`src/hw/scratch_settings.svh`:
```
// ------------------------------------------------
// Build-time sizes of the scratchpad memory
//   word size in bytes
//   word address width
// ------------------------------------------------

`ifndef SCRATCH_SETTINGS_SVH
`define SCRATCH_SETTINGS_SVH

// Bytes per memory word, one mask bit each
`define SCRATCH_WORD_BYTES 4

// Word address bits, 6 gives 64 words
// Clear sweep length follows this width
`define SCRATCH_ADDR_BITS 6

`endif
```
`src/hw/scratch_pkg.sv`:
```
// ------------------------------------------------
// Shared types of the scratchpad memory
//   address, word and byte mask vectors
//   write request struct
//   clear engine state encoding
// ------------------------------------------------

`default_nettype none

`include "scratch_settings.svh"

package scratch_pkg;

  // Word address into the RAM
  typedef logic [`SCRATCH_ADDR_BITS-1:0] addr_t;

  // One memory word, eight bits per byte lane
  typedef logic [8*`SCRATCH_WORD_BYTES-1:0] data_t;

  // Byte enables, bit i covers data bits [8*i+7:8*i]
  typedef logic [`SCRATCH_WORD_BYTES-1:0] mask_t;

  // One write on the RAM write port
  typedef struct packed {
    logic  en;
    addr_t addr;
    data_t data;
    mask_t mask;
  } wr_req_t;

  // Clear engine states
  typedef enum logic [0:0] {
    CLR_IDLE  = 1'b0,
    CLR_SWEEP = 1'b1
  } clear_state_t;

endpackage

`default_nettype wire

```
`src/hw/scratch_mem_top.sv`:
```
// ------------------------------------------------
// Scratchpad memory top level
//   clear engine, sweep counter, byte-masked RAM
// ------------------------------------------------

`timescale 1ns/1ns
`default_nettype none

`include "scratch_settings.svh"

module scratch_mem_top (
  input  wire                       clk,
  input  wire                       rst,

  // Clear request and status
  input  wire                       clear,
  output logic                      busy,
  output logic                      done,

  // Host write port
  input  wire  scratch_pkg::wr_req_t host_wr,

  // Host read port
  input  wire                       rd_en,
  input  wire  scratch_pkg::addr_t  rd_addr,
  output scratch_pkg::data_t        rd_data
);

  // ------------------------------------------------
  // Internal connections
  // ------------------------------------------------

  // Counter handshake between engine and counter
  logic                 sweep_start;
  logic                 sweep_step;
  logic                 sweep_last;
  scratch_pkg::addr_t   sweep_addr;

  // Selected write request into the RAM
  scratch_pkg::wr_req_t ram_wr;

  // Clear engine, also selects the RAM write source
  clear_fsm clear_fsm_inst (
    .clk         (clk),
    .rst         (rst),
    .clear       (clear),
    .host_wr     (host_wr),
    .sweep_addr  (sweep_addr),
    .sweep_last  (sweep_last),
    .sweep_start (sweep_start),
    .sweep_step  (sweep_step),
    .ram_wr      (ram_wr),
    .busy        (busy),
    .done        (done)
  );

  // Address source for the clear sweep
  sweep_counter sweep_counter_inst (
    .clk   (clk),
    .rst   (rst),
    .start (sweep_start),
    .step  (sweep_step),
    .addr  (sweep_addr),
    .last  (sweep_last)
  );

  // Storage, read port goes straight to the host
  ram_sdp_bw #(
    .BYTE_WIDTH (`SCRATCH_WORD_BYTES),
    .ADDR_WIDTH (`SCRATCH_ADDR_BITS)
  ) ram_sdp_bw_inst (
    .clk     (clk),
    .wr      (ram_wr),
    .rd_en   (rd_en),
    .rd_addr (rd_addr),
    .rd_data (rd_data)
  );

endmodule

`default_nettype wire

```
`src/hw/clear_fsm.sv`:
```
// ------------------------------------------------
// Clear engine state machine
//   idle / sweep control of the address counter
//   RAM write port select, host or sweep
//   busy level and done pulse
// ------------------------------------------------

`timescale 1ns/1ns
`default_nettype none

module clear_fsm (
  input  wire                       clk,
  input  wire                       rst,

  // Clear request, one-cycle pulse
  input  wire                       clear,

  // Host write request
  input  wire  scratch_pkg::wr_req_t host_wr,

  // Sweep counter interface
  input  wire  scratch_pkg::addr_t  sweep_addr,
  input  wire                       sweep_last,
  output logic                      sweep_start,
  output logic                      sweep_step,

  // RAM write port
  output scratch_pkg::wr_req_t      ram_wr,

  // Status
  output logic                      busy,
  output logic                      done
);

  scratch_pkg::clear_state_t state;
  scratch_pkg::clear_state_t state_next;

  // ------------------------------------------------
  // Next state
  // ------------------------------------------------

  // Clear only counts in idle
  // A pulse during a sweep has no effect
  always_comb begin
    state_next = state;
    case (state)
      scratch_pkg::CLR_IDLE: begin
        if (clear) begin
          state_next = scratch_pkg::CLR_SWEEP;
        end
      end
      scratch_pkg::CLR_SWEEP: begin
        // Leave after the write at the top address
        if (sweep_last) begin
          state_next = scratch_pkg::CLR_IDLE;
        end
      end
      default: begin
        state_next = scratch_pkg::CLR_IDLE;
      end
    endcase
  end

  // ------------------------------------------------
  // State and done registers
  // ------------------------------------------------

  // Done is set on the edge that writes the last word
  // so it is high in the cycle after busy falls
  always_ff @(posedge clk) begin
    if (rst) begin
      state <= scratch_pkg::CLR_IDLE;
      done  <= 1'b0;
    end else begin
      state <= state_next;
      done  <= (state == scratch_pkg::CLR_SWEEP) && sweep_last;
    end
  end

  // ------------------------------------------------
  // Counter control and status
  // ------------------------------------------------

  // Counter loads zero on the accepted clear edge
  // then advances once per sweep cycle
  always_comb begin
    sweep_start = (state == scratch_pkg::CLR_IDLE) && clear;
    sweep_step  = (state == scratch_pkg::CLR_SWEEP);
    busy        = (state == scratch_pkg::CLR_SWEEP);
  end

  // ------------------------------------------------
  // RAM write source
  // ------------------------------------------------

  // Sweep owns the port while busy
  // Host requests in that window are simply lost
  always_comb begin
    if (state == scratch_pkg::CLR_SWEEP) begin
      ram_wr.en   = 1'b1;
      ram_wr.addr = sweep_addr;
      ram_wr.data = '0;
      ram_wr.mask = '1;
    end else begin
      ram_wr = host_wr;
    end
  end

endmodule

`default_nettype wire

```
`src/hw/sweep_counter.sv`:
```
// ------------------------------------------------
// Address counter for the clear sweep
//   load to zero, step by one
//   last-address flag
// ------------------------------------------------

`timescale 1ns/1ns
`default_nettype none

module sweep_counter (
  input  wire                       clk,
  input  wire                       rst,

  // Control from the clear engine
  input  wire                       start,
  input  wire                       step,

  // Current sweep address and end flag
  output scratch_pkg::addr_t        addr,
  output logic                      last
);

  // ------------------------------------------------
  // Address register
  // ------------------------------------------------

  // Start wins over step when both are high
  // Stepping past the top wraps back to zero
  always_ff @(posedge clk) begin
    if (rst) begin
      addr <= '0;
    end else if (start) begin
      addr <= '0;
    end else if (step) begin
      addr <= addr + 1'b1;
    end
  end

  // ------------------------------------------------
  // Last-address decode
  // ------------------------------------------------

  // High while the address is all ones
  // i.e. the final word of the sweep
  always_comb begin
    last = &addr;
  end

endmodule

`default_nettype wire

```
`src/hw/ram_sdp_bw.sv`:
```
// ------------------------------------------------
// Simple dual port RAM
//   write port with per-byte mask
//   read port with registered output
// ------------------------------------------------

`timescale 1ns/1ns
`default_nettype none

`include "scratch_settings.svh"

module ram_sdp_bw #(
  parameter int BYTE_WIDTH = `SCRATCH_WORD_BYTES,
  parameter int ADDR_WIDTH = `SCRATCH_ADDR_BITS
) (
  input  wire                         clk,

  // Write port
  input  wire  scratch_pkg::wr_req_t  wr,

  // Read port
  input  wire                         rd_en,
  input  wire  scratch_pkg::addr_t    rd_addr,
  output scratch_pkg::data_t          rd_data
);

  // Storage array, one entry per word address
  logic [BYTE_WIDTH*8-1:0] mem [0:2**ADDR_WIDTH-1];

  // ------------------------------------------------
  // Write port
  // ------------------------------------------------

  // Only the lanes with a set mask bit are updated
  // Other bytes of the word keep their contents
  always_ff @(posedge clk) begin
    if (wr.en) begin
      for (int i = 0; i < BYTE_WIDTH; i++) begin
        if (wr.mask[i]) begin
          mem[wr.addr][i*8 +: 8] <= wr.data[i*8 +: 8];
        end
      end
    end
  end

  // ------------------------------------------------
  // Read port
  // ------------------------------------------------

  // One cycle latency, output holds between reads
  // A write to the same address on the same edge is
  // not seen here, so the old word comes out
  always_ff @(posedge clk) begin
    if (rd_en) begin
      rd_data <= mem[rd_addr];
    end
  end

endmodule

`default_nettype wire

```
`config.mk`:
```
export PLATFORM = sky130hd
export DESIGN_NAME = scratch_mem_top
export DESIGN_NICKNAME = d
export VERILOG_FILES = /design/src/hw/scratch_pkg.sv /design/src/hw/scratch_mem_top.sv /design/src/hw/clear_fsm.sv /design/src/hw/sweep_counter.sv /design/src/hw/ram_sdp_bw.sv
export VERILOG_INCLUDE_DIRS = /design/src /design/src/hw
export SDC_FILE = /design/constraint.sdc
export NUM_CORES = 2
export LEC_CHECK = 0
export ABC_AREA = 1
export BUFFER_PORTS_ARGS = -buffer_cell sky130_fd_sc_hd__buf_2
export CORE_AREA = 2 2 463 465
export DETAILED_ROUTE_END_ITERATION = 8
export DIE_AREA = 0 0 465 467
export MAX_ROUTING_LAYER = met4
export PLACE_DENSITY = 0.59
export SLEW_MARGIN = 0
export SYNTH_ARGS = -nofsm -noshare
export SYNTH_HDL_FRONTEND = slang
export SYNTH_SLANG_ARGS = --single-unit
```
`constraint.sdc`:
```
create_clock -name clk -period 3.71 [get_ports clk]
set_input_delay 0.742 -clock clk [delete_from_list [all_inputs] [get_ports clk]]
set_output_delay 0.742 -clock clk [all_outputs]
set_load 0.02 [all_outputs]
```
Yosys cells after proc, flatten, opt, wreduce, memory -nomap -nowiden. Memories as Yosys holds them, arrays and structs flattened. A register that Yosys moved wholly into a read port is not among the register bits. Index checks and enable logic that the tools add are counted.

Reductions and logical operators: 4. Bitwise operators: 1. Add/subtract/negate cells: 1. Muxes and demuxes: 16.

Operators with widths (count): 2-to-1 mux 43 bit (1); 2-to-1 mux 1 bit (14); adder 6 x 1 -> 6 bit, second input constant (1); AND reduction 6 bit (1); logical AND 1 bit (2); case mux 1 bit (2 select lines) (1); OR reduction 2 bit (1); inverter 1 bit (1).

Bits in registers: 8. Memory bits (writable): 2048. Memories: 1. Input port bits: 53.

Memories: ram_sdp_bw_inst.mem (depth 64, width 32, rd ports 1, clocked after memory_dff 1, wr ports 1, RTL line ram_sdp_bw.sv:28) `logic [BYTE_WIDTH*8-1:0] mem [0:2**ADDR_WIDTH-1];`.

Longest topological paths before layout.
Word-level depth: 4. Mapped depth: 13.

Cells and area by module. Synthesis repeated with hierarchy kept, for this count alone.

Cell total of the unflattened synthesis: 7194. Area, all modules: 84862.6 um^2.

Modules (own cells, without submodules): ram_sdp_bw (area an instance 84121.9 um^2, sequential area each 62459.9 um^2, cells an instance 7053, times used 1); clear_fsm (area an instance 473.0 um^2, sequential area each 40.0 um^2, cells an instance 104, times used 1); sweep_counter (area an instance 267.8 um^2, sequential area each 120.1 um^2, cells an instance 37, times used 1).

Worst setup path before layout. OpenSTA, ideal clock, no wires.

Path kind: reg-to-reg. From: reg clear_fsm_inst.state (netlist: clear_fsm_inst.busy). To: mem ram_sdp_bw_inst.mem[0][10] in the netlist's numbering, data pin. Path slack: 0.691 ns. Buffers on the path: 3. Arrival: 2.517 ns. Library setup time: 0.502 ns. Stages on the path, launching flop included: 5. Data required time: 3.208 ns. Period minus slack after synthesis: 3.019 ns. Cell sequence: dfxtp_1 buf_4 buf_2 buf_1 nor2_1.

RTL lines: start, declared (RTL line clear_fsm.sv:35) `scratch_pkg::clear_state_t state;`; start signal, assigned (RTL line clear_fsm.sv:72) `state <= scratch_pkg::CLR_IDLE;`; start signal, assigned (RTL line clear_fsm.sv:75) `state <= state_next;`; end, declared (RTL line ram_sdp_bw.sv:28).

Final worst setup path.
From: reg clear_fsm_inst.state (netlist: clear_fsm_inst.busy). To: mem ram_sdp_bw_inst.mem[29][9] in the netlist's numbering (enable).

Word-level cells in the longest chain between the ends: 4.

Ends and longest elaborated chain: 2-to-1 mux 43 bit * (RTL line clear_fsm.sv:99) `if (state == scratch_pkg::CLR_SWEEP) begin`; 2-to-1 mux 1 bit (RTL line ram_sdp_bw.sv:39) `if (wr.mask[i]) begin`; 2-to-1 mux 1 bit (RTL line ram_sdp_bw.sv:37) `if (wr.en) begin`; 2-to-1 mux 1 bit (not written as such) (RTL line ram_sdp_bw.sv:40) `mem[wr.addr][i*8 +: 8] <= wr.data[i*8 +: 8];`.

Mark *: on every way between the ends. The rest lies on a longest branch, timed or not.

==> qor.csv <==
stage,metric,value,unit
status,outcome,"finished, final reports clean",
floorplanning,floorplan.initialDensity,39.9,%
synthesis,synthCells,7199,
global_routing,groute.layer.met3.usage,3.71,%
place,place_congestion,0.891,
min_path,hold_class,primary input to flop,
route,drt-vias-per-instance,5.40,
sta,setup_ws,0.165,ns
route,ant_nets,0,
sta,max_freq,282,MHz
route,route.detailed.drc,0,
clocking,h-tree-depth,4,
global_routing,first_global_vias,53900,
global_routing,grt_busiest_layer,met2,
global_routing,antenna_found_initial,16,
global_routing,use_met2,35.9,%
sta,clock-skew-final,0.0521,ns
route,dr.first_iter.drc_count,6909,
critical_path,critical_path_required,4.16,ns
layout,layout-drive-gt1-share,11.1,%
flow_run,drv.max_cap_violation_count,0,
critical_path,timing.setup.critical_path_class,flop to flop,
global_routing,overflow,0,
place,pre_cts_slack,-0.0943,ns
power,p_leak,0.0351,uW
sta,report.final.slew_viol_count,0,
critical_path,critPathMaxFanout,15,
sta,final_min_period_over_clock_period,95.6,%
floorplanning,pin_count,87,
global_routing,grt_start_max_net_pins,208,
power,p_clk_share,39.8,%
clocking,worstSkewPairLatency,0.86,ns
global_routing,grt_pass1_wl,363000,um
route,route.vias.total,56500,
floorplanning,fp-row-count,169,
route,drt-wirelength-per-cell,23.8,um
synthesis,ys_warn_count,0,
place,dpl-instance-area,90800,um2
power,switching_share,23.3,%
power,power_density,513,nW/um2
clocking,cts_max_path_buffers,3,
global_routing,track_usage,23.3,%
layout,fin_nets,7520,
synthesis,postSynthNetCount,7253,
clocking,cts_setup_buffers,0,
route,sum_of_routed_wire_length_over_all_layers,249000,um
sta,worstMarginPinSlew,1.17,ns
synthesis,mappedNetlistArea,84500,um2
floorplanning,fp.dieArea,217000,um2
sta,timing.final.hold_violations,0,
sta,grt_setup_unrepaired,no,
layout,finalInstanceArea,97100,um2
critical_path,critical_path.endpoint_type,flop,
sta,final_period_minus_worst_setup_slack,3.55,ns
sta,setup_viol,0,
power,internal_power,38200,uW
clocking,cts_made_buffers,207,
synthesis,fraction_of_the_yosys_area_taken_by_sequential_cells,74.1,%
power,sequential_fraction_of_design_power,52.9,%
layout,layout.cells.most_common,sky130_fd_sc_hd__nand2_1,
clocking,post_cts_resized,0,
floorplanning,floorplan.die.width,465,um
route,drt_first_pass_iters,6,
floorplanning,core-area,212000,um2
layout,synthToLayoutAreaGrowth,15.0,%
power,comb_power_share,7.3,%
floorplanning,die_h,467,um
place,io_buffers,86,
synthesis,number_of_storage_elements_in_the_synthesis_netlist,2088,
layout,layout.cells.most_common_list,"sky130_fd_sc_hd__nand2_1 (2370), sky130_fd_sc_hd__edfxtp_1 (2080), sky130_fd_sc_hd__nand3_1 (1884), sky130_fd_sc_hd__buf_4 (391), sky130_fd_sc_hd__nor2_1 (277)",
global_routing,grt_util_met1,30.8,%
place,detailed_place_hpwl,155000,um
clocking,clk_pin_slew,0.06,ns
layout,fill_cells,18800,
power,vdd_drop_max,0.529,mV
synthesis,synth.distinct_cells,19,
power,power.switching,11600,uW
sta,slew_headroom,22.1,%
critical_path,timing.critical_path.arrival,4.00,ns
clocking,tritoncts_num_sinks,2088,
clocking,tritoncts,done,
clocking,holdBufCountCts,0,
critical_path,start_kind,flop,
clocking,clk_root_buffer_cell,sky130_fd_sc_hd__clkbuf_16,
synthesis,synth.avg_cell_area,11.7,um2
-- layout make-up --
type	instances	area (um2)	area share, %
multi-input cells	4584	19900	20.5
inverters	53	224	0.231
clock buffers	268	5480	5.64
clock inverters	109	842	0.867
diodes	10	25.0	0.0258
well taps	2821	3530	3.63
flip-flops and latches	2088	62600	64.5
repair buffers	532	4520	4.65
-- metrics by stage --
step / hold slack, ns / total power (uW) / instances / util [%] / setup TNS, ns
6_report: 0.0758 / 49800 / 10500 / 45.9 / 0
5_1_grt: 0.0572 / 51200 / 10500 / 45.9 / 0
3_3_place_gp: 0.448 / 30400 / 10100 / 42.9 / -2.18
2_1_floorplan: 0.434 / 28800 / 7199 / - / 0
4_1_cts: 0.0108 / 50100 / 10500 / 45.9 / 0
3_5_place_dp: 0.458 / 30500 / 10100 / 42.9 / -1.80
-- Yosys cell counts --
cell type,n,area (um2)
sky130_fd_sc_hd__nand2_1,2370,8900
sky130_fd_sc_hd__edfxtp_1,2080,62500
sky130_fd_sc_hd__nand3_1,1884,9430
sky130_fd_sc_hd__nor2_1,309,1160
sky130_fd_sc_hd__clkbuf_1,203,762
sky130_fd_sc_hd__buf_2,182,911
sky130_fd_sc_hd__buf_1,80,300
sky130_fd_sc_hd__inv_1,49,184
sky130_fd_sc_hd__a21oi_1,9,45.0
sky130_fd_sc_hd__buf_4,9,67.6
sky130_fd_sc_hd__dfxtp_1,8,160
sky130_fd_sc_hd__inv_2,4,15.0
sky130_fd_sc_hd__o21ai_0,4,20.0
sky130_fd_sc_hd__nor3_1,3,15.0
sky130_fd_sc_hd__a21oi_2,1,8.76
sky130_fd_sc_hd__a31oi_1,1,6.26
sky130_fd_sc_hd__ha_1,1,12.5
sky130_fd_sc_hd__nand4_1,1,6.26
sky130_fd_sc_hd__o21ai_2,1,8.76
-- sequential cells by signal (all words and copies together) (netlist names) --
name	flops
ram_sdp_bw_inst.mem	2048
clear_fsm_inst.busy	1
clear_fsm_inst.done	1
ram_sdp_bw_inst.rd_data	32
sweep_counter_inst.addr	6
-- critical path: stages (launching register included) --
cell and delay, ns:
sky130_fd_sc_hd__dfxtp_4 0.40, sky130_fd_sc_hd__o21ai_0 0.76, sky130_fd_sc_hd__nand2_1 0.21, sky130_fd_sc_hd__nor2_1 0.16
sky130_fd_sc_hd__buf_4 0.17, sky130_fd_sc_hd__nand2_1 0.55, sky130_fd_sc_hd__buf_4 0.36, sky130_fd_sc_hd__nor2_1 0.51
-- kinds of logic (layout without fill, tap and decap cells) --
| logic type | Yosys count | count (layout) | synth area share (%) |
|---|---|---|---|
| simple gates | 4567 | 4567 | 23.1 |
| fa+ha+maj | 1 | 1 | 0.0148 |
| other cells | 0 | 10 | 0 |
| compound gates | 16 | 16 | 0.105 |
| buf+inv | 527 | 962 | 2.65 |
| flops | 2088 | 2088 | 74.1 |
-- power by group through the flow --
| stage | registers [uW] | clock network (uW) | logic [uW] |
|---|---|---|---|
| 6_report | 26400 | 19800 | 3630 |
| 5_1_grt | 26400 | 20900 | 3900 |
| 4_1_cts | 26400 | 20100 | 3610 |
| 3_5_place_dp | 26900 | 0 | 3610 |
| 3_3_place_gp | 26900 | 0 | 3570 |
| 2_1_floorplan | 26900 | 0 | 1920 |
-- final timing paths --
| check | depth (start not counted) | start | end | slack, ns |
|---|---|---|---|---|
| setup / recovery | 7 | clear_fsm_inst.busy$_SDFF_PP0_ | ram_sdp_bw_inst.mem[29][9]$_DFFE_PP_ | 0.16 |
| hold / removal | 2 | rst | clear_fsm_inst.done$_SDFF_PP0_ | 0.08 |
| setup reg to reg | 7 | clear_fsm_inst.busy$_SDFF_PP0_ | ram_sdp_bw_inst.mem[29][9]$_DFFE_PP_ | 0.16 |
| hold reg to reg | 1 | sweep_counter_inst.addr[5]$_SDFFE_PP0P_ | sweep_counter_inst.addr[5]$_SDFFE_PP0P_ | 0.47 |
-- metal layers --
layer	wire length [um]	vias to the layer above
met3	20300	416
li1	-	25900
met5	0	-
met2	116000	2442
met4	10100	0
met1	103000	27700
Note: power is estimated with default switching activity, not from simulation.
